**config.mk**
```make
export PLATFORM = sky130hd
export DESIGN_NAME = hazard_core
export DESIGN_NICKNAME = d
export VERILOG_FILES = /design/src/common/hazard_pkg.sv /design/src/rtl/hazard_core.sv /design/src/rtl/hazard_ctrl.sv /design/src/rtl/md_busy.sv /design/src/rtl/stage_track.sv /design/src/rtl/instr_decode.sv
export VERILOG_INCLUDE_DIRS = /design/src /design/src/common
export SDC_FILE = /design/constraint.sdc
export NUM_CORES = 1
export LEC_CHECK = 0
export ABC_AREA = 1
export BUFFER_PORTS_ARGS = -buffer_cell sky130_fd_sc_hd__buf_2
export CORE_UTILIZATION = 58
export DETAILED_ROUTE_END_ITERATION = 10
export MAX_ROUTING_LAYER = met4
export PLACE_DENSITY = 0.92
export SYNTH_ARGS = -nofsm -noshare
export SYNTH_HDL_FRONTEND = slang
export SYNTH_SLANG_ARGS = --single-unit
```
**constraint.sdc**
```tcl
create_clock -name clk -period 2.4 [get_ports clk]
set_clock_uncertainty 0.15 [all_clocks]
set_input_delay 0.12 -clock clk [delete_from_list [all_inputs] [get_ports clk]]
set_output_delay 0.12 -clock clk [all_outputs]
set_load 0.05 [all_outputs]
```
**src/common/hazard_macros.svh**
```systemverilog
`ifndef HAZARD_MACROS_SVH
`define HAZARD_MACROS_SVH

////////////////////////////////////////////////////////////////////////////
// Opcodes

`define OP_SPECIAL 6'b000000
`define OP_ORI     6'b001101
`define OP_LUI     6'b001111
`define OP_LW      6'b100011
`define OP_SW      6'b101011
`define OP_BEQ     6'b000100
`define OP_JAL     6'b000011

////////////////////////////////////////////////////////////////////////////
// Function codes under OP_SPECIAL

`define FN_ADDU 6'b100001
`define FN_SUBU 6'b100011
`define FN_JR   6'b001000
`define FN_MULT 6'b011000
`define FN_DIV  6'b011010
`define FN_MFHI 6'b010000
`define FN_MFLO 6'b010010

// Multiply/divide unit latency in cycles
`define MULT_CYCLES 5
`define DIV_CYCLES  10

`define REG_RA 5'd31
`define T_MAX  2'd2

`endif
```
**src/common/hazard_pkg.sv**
```systemverilog
`default_nettype none

package hazard_pkg;

	// Operand source chosen by the forwarding muxes
	typedef enum logic [1:0] {
		ODATA = 2'b00,
		EDATA = 2'b01,
		MDATA = 2'b10,
		WDATA = 2'b11
	} fwd_sel_e;

	// Which operation the multiply/divide unit starts
	typedef enum logic [1:0] {
		MD_NONE = 2'd0,
		MD_MULT = 2'd1,
		MD_DIV  = 2'd2
	} md_start_e;

	////////////////////////////////////////////////////////////////////////////
	// Per-instruction control record, one per pipeline stage

	typedef struct packed {
		logic [4:0] rs;
		logic [4:0] rt;
		logic [4:0] wreg;
		logic [1:0] t_new;     // cycles until the result exists
		logic       grf_we;
		logic       is_lw;
		logic       is_sw;
		logic       is_md;
		md_start_e  md_start;
	} stage_rec_t;

	// Cycles until each D source is really needed
	typedef struct packed {
		logic [1:0] t_use_rs;
		logic [1:0] t_use_rt;
	} use_t_t;

	typedef struct packed {
		fwd_sel_e d_rs;
		fwd_sel_e d_rt;
		fwd_sel_e e_rs;
		fwd_sel_e e_rt;
		fwd_sel_e m_rt;
	} fwd_bundle_t;

endpackage

`default_nettype wire

```
**src/rtl/hazard_core.sv**
```systemverilog
`timescale 1ns/1ps
`default_nettype none

module hazard_core import hazard_pkg::*; (
	input  logic        clk,
	input  logic        rst_n,
	input  logic [31:0] instr,
	output logic        stall,
	output fwd_bundle_t fwd
);

	stage_rec_t d_rec;
	stage_rec_t e_rec;
	stage_rec_t m_rec;
	stage_rec_t w_rec;
	use_t_t     d_use;
	logic       md_stall;

	////////////////////////////////////////////////////////////////////////////
	// Decode of the D-stage word

	instr_decode u_decode (
		.instr (instr),
		.d_rec (d_rec),
		.d_use (d_use)
	);

	////////////////////////////////////////////////////////////////////////////
	// In-flight records and multiply/divide occupancy

	stage_track u_track (
		.clk   (clk),
		.rst_n (rst_n),
		.stall (stall),
		.d_rec (d_rec),
		.e_rec (e_rec),
		.m_rec (m_rec),
		.w_rec (w_rec)
	);

	md_busy u_md_busy (
		.clk      (clk),
		.rst_n    (rst_n),
		.e_rec    (e_rec),
		.md_stall (md_stall)
	);

	// Stall and forwarding decisions
	hazard_ctrl u_ctrl (
		.d_rec    (d_rec),
		.d_use    (d_use),
		.e_rec    (e_rec),
		.m_rec    (m_rec),
		.w_rec    (w_rec),
		.md_stall (md_stall),
		.stall    (stall),
		.fwd      (fwd)
	);

endmodule

`default_nettype wire

```
**src/rtl/hazard_ctrl.sv**
```systemverilog
`timescale 1ns/1ps
`default_nettype none

module hazard_ctrl import hazard_pkg::*; (
	input  stage_rec_t  d_rec,
	input  use_t_t      d_use,
	input  stage_rec_t  e_rec,
	input  stage_rec_t  m_rec,
	input  stage_rec_t  w_rec,
	input  logic        md_stall,
	output logic        stall,
	output fwd_bundle_t fwd
);

	logic stall_rs;
	logic stall_rt;

	// Register 0 is never a real dependency
	function automatic logic writes_reg(input logic [4:0] src, input stage_rec_t rec);
		return (src != 5'd0) && rec.grf_we && (rec.wreg == src);
	endfunction

	function automatic logic too_late(input logic [4:0] src, input logic [1:0] t_use,
	                                  input stage_rec_t rec);
		return writes_reg(src, rec) && (rec.t_new > t_use);
	endfunction

	function automatic fwd_sel_e d_select(input logic [4:0] src, input stage_rec_t e,
	                                      input stage_rec_t m, input stage_rec_t w);
		// Load data does not exist in E yet
		if (writes_reg(src, e) && !e.is_lw) return EDATA;
		if (writes_reg(src, m)) return MDATA;
		if (writes_reg(src, w)) return WDATA;
		return ODATA;
	endfunction

	function automatic fwd_sel_e e_select(input logic [4:0] src, input stage_rec_t m,
	                                      input stage_rec_t w);
		if (writes_reg(src, m)) return MDATA;
		if (writes_reg(src, w)) return WDATA;
		return ODATA;
	endfunction

	////////////////////////////////////////////////////////////////////////////
	// Stall

	assign stall_rs = too_late(d_rec.rs, d_use.t_use_rs, e_rec) ||
	                  too_late(d_rec.rs, d_use.t_use_rs, m_rec);
	assign stall_rt = too_late(d_rec.rt, d_use.t_use_rt, e_rec) ||
	                  too_late(d_rec.rt, d_use.t_use_rt, m_rec);

	assign stall = stall_rs || stall_rt || (md_stall && d_rec.is_md);

	////////////////////////////////////////////////////////////////////////////
	// Forwarding selects

	assign fwd.d_rs = d_select(d_rec.rs, e_rec, m_rec, w_rec);
	assign fwd.d_rt = d_select(d_rec.rt, e_rec, m_rec, w_rec);
	assign fwd.e_rs = e_select(e_rec.rs, m_rec, w_rec);
	assign fwd.e_rt = e_select(e_rec.rt, m_rec, w_rec);

	// Store data from W only for a load result
	assign fwd.m_rt = (writes_reg(m_rec.rt, w_rec) && w_rec.is_lw) ? WDATA : ODATA;

	always_comb begin
		if (e_rec.is_lw) begin
			a_no_e_from_load: assert (fwd.d_rs != EDATA && fwd.d_rt != EDATA)
				else $error("hazard_ctrl: D forward from a load in E");
		end
	end

endmodule

`default_nettype wire

```
**src/rtl/md_busy.sv**
```systemverilog
`timescale 1ns/1ps
`default_nettype none

`include "hazard_macros.svh"

module md_busy import hazard_pkg::*; (
	input  logic       clk,
	input  logic       rst_n,
	input  stage_rec_t e_rec,
	output logic       md_stall
);

	localparam int CW = $clog2(`DIV_CYCLES + 1);

	logic [CW-1:0] busy_cnt;

	// Loaded as the starting record leaves E, then counts down
	always_ff @(posedge clk) begin
		if (!rst_n) begin
			busy_cnt <= '0;
		end else begin
			case (e_rec.md_start)
				MD_MULT: busy_cnt <= CW'(`MULT_CYCLES);
				MD_DIV:  busy_cnt <= CW'(`DIV_CYCLES);
				default: begin
					if (busy_cnt != '0) begin
						busy_cnt <= busy_cnt - 1'b1;
					end
				end
			endcase
		end
	end

	// Busy also covers the cycle the start sits in E
	assign md_stall = (busy_cnt != '0) || (e_rec.md_start != MD_NONE);

	a_cnt_range: assert property (
		@(posedge clk) disable iff (!rst_n)
		busy_cnt <= CW'(`DIV_CYCLES)
	) else $error("md_busy: counter %0d above divide latency", busy_cnt);

endmodule

`default_nettype wire

```
**src/rtl/stage_track.sv**
```systemverilog
`timescale 1ns/1ps
`default_nettype none

module stage_track import hazard_pkg::*; (
	input  logic       clk,
	input  logic       rst_n,
	input  logic       stall,
	input  stage_rec_t d_rec,
	output stage_rec_t e_rec,
	output stage_rec_t m_rec,
	output stage_rec_t w_rec
);

	// One stage older means one cycle closer to the result
	function automatic stage_rec_t age(input stage_rec_t rec);
		stage_rec_t aged;
		aged = rec;
		if (rec.t_new != 2'd0) begin
			aged.t_new = rec.t_new - 2'd1;
		end
		return aged;
	endfunction

	////////////////////////////////////////////////////////////////////////////
	// E, M and W records

	always_ff @(posedge clk) begin
		if (!rst_n) begin
			e_rec <= '0;
			m_rec <= '0;
			w_rec <= '0;
		end else begin
			// D holds on a stall, E gets a bubble
			if (stall) begin
				e_rec <= '0;
			end else begin
				e_rec <= d_rec;
			end
			m_rec <= age(e_rec);
			w_rec <= age(m_rec);
		end
	end

	////////////////////////////////////////////////////////////////////////////
	// Checks

	// A stalled instruction must not reach E as a writer
	a_bubble_after_stall: assert property (
		@(posedge clk) disable iff (!rst_n)
		stall |=> !e_rec.grf_we
	) else $error("stage_track: E record writes in the cycle after a stall");

endmodule

`default_nettype wire

```
**src/rtl/instr_decode.sv**
```systemverilog
`timescale 1ns/1ps
`default_nettype none

`include "hazard_macros.svh"

module instr_decode import hazard_pkg::*; (
	input  logic [31:0] instr,
	output stage_rec_t  d_rec,
	output use_t_t      d_use
);

	logic [5:0] opcode;
	logic [5:0] funct;
	logic [4:0] rs;
	logic [4:0] rt;
	logic [4:0] rd;

	assign opcode = instr[31:26];
	assign rs     = instr[25:21];
	assign rt     = instr[20:16];
	assign rd     = instr[15:11];
	assign funct  = instr[5:0];

	// Sources are recorded only when the instruction reads them,
	// so an unused field never matches a writer
	always_comb begin
		d_rec = '0;
		d_use.t_use_rs = 2'd3;
		d_use.t_use_rt = 2'd3;
		case (opcode)
			`OP_SPECIAL: begin
				case (funct)
					`FN_ADDU, `FN_SUBU: begin
						d_rec.rs       = rs;
						d_rec.rt       = rt;
						d_rec.wreg     = rd;
						d_rec.grf_we   = 1'b1;
						d_rec.t_new    = 2'd1;
						d_use.t_use_rs = 2'd1;
						d_use.t_use_rt = 2'd1;
					end
					`FN_JR: begin
						d_rec.rs       = rs;
						d_use.t_use_rs = 2'd0;
					end
					`FN_MULT, `FN_DIV: begin
						d_rec.rs       = rs;
						d_rec.rt       = rt;
						d_rec.is_md    = 1'b1;
						d_rec.md_start = (funct == `FN_MULT) ? MD_MULT : MD_DIV;
						d_use.t_use_rs = 2'd1;
						d_use.t_use_rt = 2'd1;
					end
					`FN_MFHI, `FN_MFLO: begin
						// Reads HI/LO, so it waits on a busy unit
						d_rec.is_md  = 1'b1;
						d_rec.wreg   = rd;
						d_rec.grf_we = 1'b1;
						d_rec.t_new  = 2'd1;
					end
					default: ;
				endcase
			end
			`OP_ORI: begin
				d_rec.rs       = rs;
				d_rec.wreg     = rt;
				d_rec.grf_we   = 1'b1;
				d_rec.t_new    = 2'd1;
				d_use.t_use_rs = 2'd1;
			end
			`OP_LUI: begin
				d_rec.wreg   = rt;
				d_rec.grf_we = 1'b1;
				d_rec.t_new  = 2'd1;
			end
			`OP_LW: begin
				d_rec.rs       = rs;
				d_rec.wreg     = rt;
				d_rec.grf_we   = 1'b1;
				d_rec.is_lw    = 1'b1;
				d_rec.t_new    = `T_MAX;
				d_use.t_use_rs = 2'd1;
			end
			`OP_SW: begin
				// Address at E, store data not until M
				d_rec.rs       = rs;
				d_rec.rt       = rt;
				d_rec.is_sw    = 1'b1;
				d_use.t_use_rs = 2'd1;
				d_use.t_use_rt = 2'd2;
			end
			`OP_BEQ: begin
				d_rec.rs       = rs;
				d_rec.rt       = rt;
				d_use.t_use_rs = 2'd0;
				d_use.t_use_rt = 2'd0;
			end
			`OP_JAL: begin
				// Link address is known in D
				d_rec.wreg   = `REG_RA;
				d_rec.grf_we = 1'b1;
				d_rec.t_new  = 2'd0;
			end
			default: ;
		endcase
	end

endmodule

`default_nettype wire

```
==> metrics.md <==
| Metric | Value |
|---|---|
| Status | `finished clean` |
| Top cells by area in the synthesized netlist | `dfxtp_1, nand2_1, inv_1` |
| Min-Delay Path Class | `primary input to register` |
| Crit start category | `primary input` |
| Seq pwr share | `50.3%` |
| CTS tree | `done` |
| Synth Area per Inst | `6.478 sq um` |
| RSZ-0062 raised after global routing | `yes` |
| Die ar. | `5784 sq um` |
| Final net count | `586` |
| Most common cell after layout, fill and taps aside | `nand2_1` |
| Routed len/inst | `14.52 um` |
| Vias in the first global route | `3218` |
| Int Pwr | `0.001147 W` |
| # diodes | `0` |
| GRT Total Usage | `31.32%` |
| Ys async rst share | `0%` |
| Fill cells | `421` |
| Largest vdd supply drop | `0.0003330 V` |
| Leakage | `1.865 nW` |
| Die Height | `76.05 um` |
| Share of cells above drive strength 1 | `20.37%` |
| CTS clk-pin slew, worst paths | `80 ps` |
| Yosys Warn Count | `0` |
| Post-route setup slack | `2.189 ps` |
| Total CTS buffers | `5` |
| Yosys top cell by area | `dfxtp_1` |
| # clock sinks | `46` |
| CP arrival | `2130 ps` |
| Post-Syn Instances | `491` |
| Slew HR | `56.62%` |
| Post-route ant nets | `0` |
| First-pass GRT wire length | `14190 um` |
| Post-route cell area | `3700 sq um` |
| Final hold viol count | `0` |
| Post-synth EDFFs | `0` |
| Root Driver | `clkbuf_8` |
| Switch share | `29.57%` |
| Dominant synthesized flop cell | `dfxtp_1` |
| Layout area overhead | `16.33%` |
| Initial core utilization | `61.11%` |
| CTS Buffer Depth | `2` |
| Largest net degree at the start of global routing | `25` |
| Clk network pwr share | `31.4%` |
| Number of DRC markers in iteration 0 | `348` |
| Area of the mapped netlist | `3181 sq um` |
| Sequential-to-total area share from yosys stat | `28.95%` |
| Initial antenna violation count | `0` |
| Ports | `45` |
| CP Capture Type | `output pin` |
| Placement row count | `26` |
| Via count | `3505` |
| Cell Area, Placed | `3422 sq um` |
| Worst-margin pin slew | `650.7 ps` |
| DP Worst Slack | `-106.6 ps` |
| Grt ovf | `0` |
| Max FO, Critical Path | `11` |
| DRC Markers | `0` |
| PortBufs | `39` |
| DR vias/cell | `5.746` |
| Finish-stage setup viols | `0` |
| H-tree depth | `2` |
| Clk_lat worst skew | `310 ps` |
| Drt total wl | `8860 um` |
| Max cap viols | `0` |
| Gate power share | `18.3%` |
| Period utilization | `99.91%` |
| Slew Viols, Final | `0` |
| Most frequent cells in the layout | `nand2_1, inv_1, dfxtp_1, nor2_1` |
| Synth top area share | `28.95%` |
| WS Path Type | `primary input to output pin` |
| Die width | `76.05 um` |
| Net load switching power | `0.0004817 W` |
| CP required | `2130 ps` |
| HPWL after detailed placement | `6476 um` |
| Synth cell types | `39` |
| Synthesis-stage register bit count | `46` |
| Syn nets | `538` |
| TritonRoute pass-1 iters | `5` |
| Pwr per Cell Area | `440.2 nW/um^2` |
| Core footprint | `5205 sq um` |
| Max Clk Rate | `417.0 MHz` |
| R2R setup slack | `500 ps` |
| Post-layout minimum cycle time | `2398 ps` |
| RePlAce Congestion | `0.9260` |
| PnR Total Power | `0.001629 W` |
-- synth_stat cells (all sizes together) (5+ instances only) --
| master | count |
|---|---|
| nand2 | 127 |
| inv | 98 |
| nor2 | 59 |
| nand3 | 49 |
| dfxtp | 46 |
| a21oi | 17 |
| ha | 13 |
| o22ai | 11 |
| nor3 | 10 |
| clkbuf | 8 |
| xor2 | 7 |
| a221oi | 6 |
| o21ai | 6 |
| xnor2 | 6 |
| nand4 | 5 |
-- worst paths after layout --
| path | startpoint | end | cells past startpoint |
|---|---|---|---|
| hold / removal | instr[17] | u_track.e_rec[9] | 3 |
| setup reg to reg | u_track.e_rec[7] | u_track.e_rec[4] | 8 |
| setup / recovery | instr[28] | stall | 15 |
| hold reg to reg | u_track.m_rec[4] | u_track.w_rec[4] | 2 |
-- kinds of logic after synthesis --
family / Yosys count / share of synthesized area (%)
and+or+nand+nor: 256 / 37.69
adders and majority gates: 13 / 5.114
DFF: 46 / 28.95
AOI/OAI and AO/OA: 54 / 11.09
buffers and inverters: 109 / 13.57
xor gates and xnor gates: 13 / 3.580
-- what timing repair did --
item                       CTS  global route
hold buffers                 8             0
hold endpoints to repair     8             0
gates cloned                 0             0
buffers inserted             0             2
setup endpoints to repair    2             6
pin swaps                    0             4
resized for setup            2            23
-- layout make-up --
type	instances	area (sq um)	area share [%]
Clock inverter	2	12.51	0.3382
Inverter	98	367.9	9.943
Sequential cell	46	920.9	24.89
Tap cell	70	87.58	2.367
Multi-Input combinational cell	336	1897	51.27
Timing Repair Buffer	52	331.6	8.962
Clock buffer	6	82.58	2.232
-- power groups by stage --
stage               sequential, W  clock, W  combinational, W
global placement         0.000835         0          0.000261
CTS                      0.000820  0.000507          0.000286
finish                   0.000819  0.000511          0.000298
global route             0.000824  0.000542          0.000341
floorplan                0.000829         0          0.000203
detailed placement       0.000837         0          0.000274
-- worst max-delay path, stage by stage --
cell and delay (ps):
buf_2 130, nor2_1 140, nand2_1 120, nor2_4 140
buf_8 160, nand2_1 90, nand2_2 100, ha_1 270
a21oi_1 230, a21oi_2 60, nand3_1 80, nand2_1 80
nor2_4 160, inv_1 50, buf_4 180
-- flip-flops by register name (all words and copies together) (netlist names) --
signal,count
u_track.w_rec,7
u_md_busy.busy_cnt,4
u_track.e_rec,21
u_track.m_rec,14
-- metrics by stage --
step | std cells | hold WS (ps) | setup TNS [ps] | util, %
final | 610 | 6.721 | 0 | 71.08
after global routing | 610 | 24.59 | -115.4 | 71.08
after CTS | 608 | 5.749 | 0 | 69.16
after detailed placement | 592 | 159.8 | -1459 | 65.75
after global placement | 592 | 160.9 | 0 | 65.75
after floorplan | 491 | 42.38 | 0 | -
-- metal layers --
metal	vias up	global-route usage [%]	routed length (um)
met2	229	54.55	4301
met1	1564	35.58	3461
met5	-	-	0
met3	56	3.713	713
li1	1656	-	-
met4	0	15.58	383
Note: power is estimated with default switching activity, not from simulation.
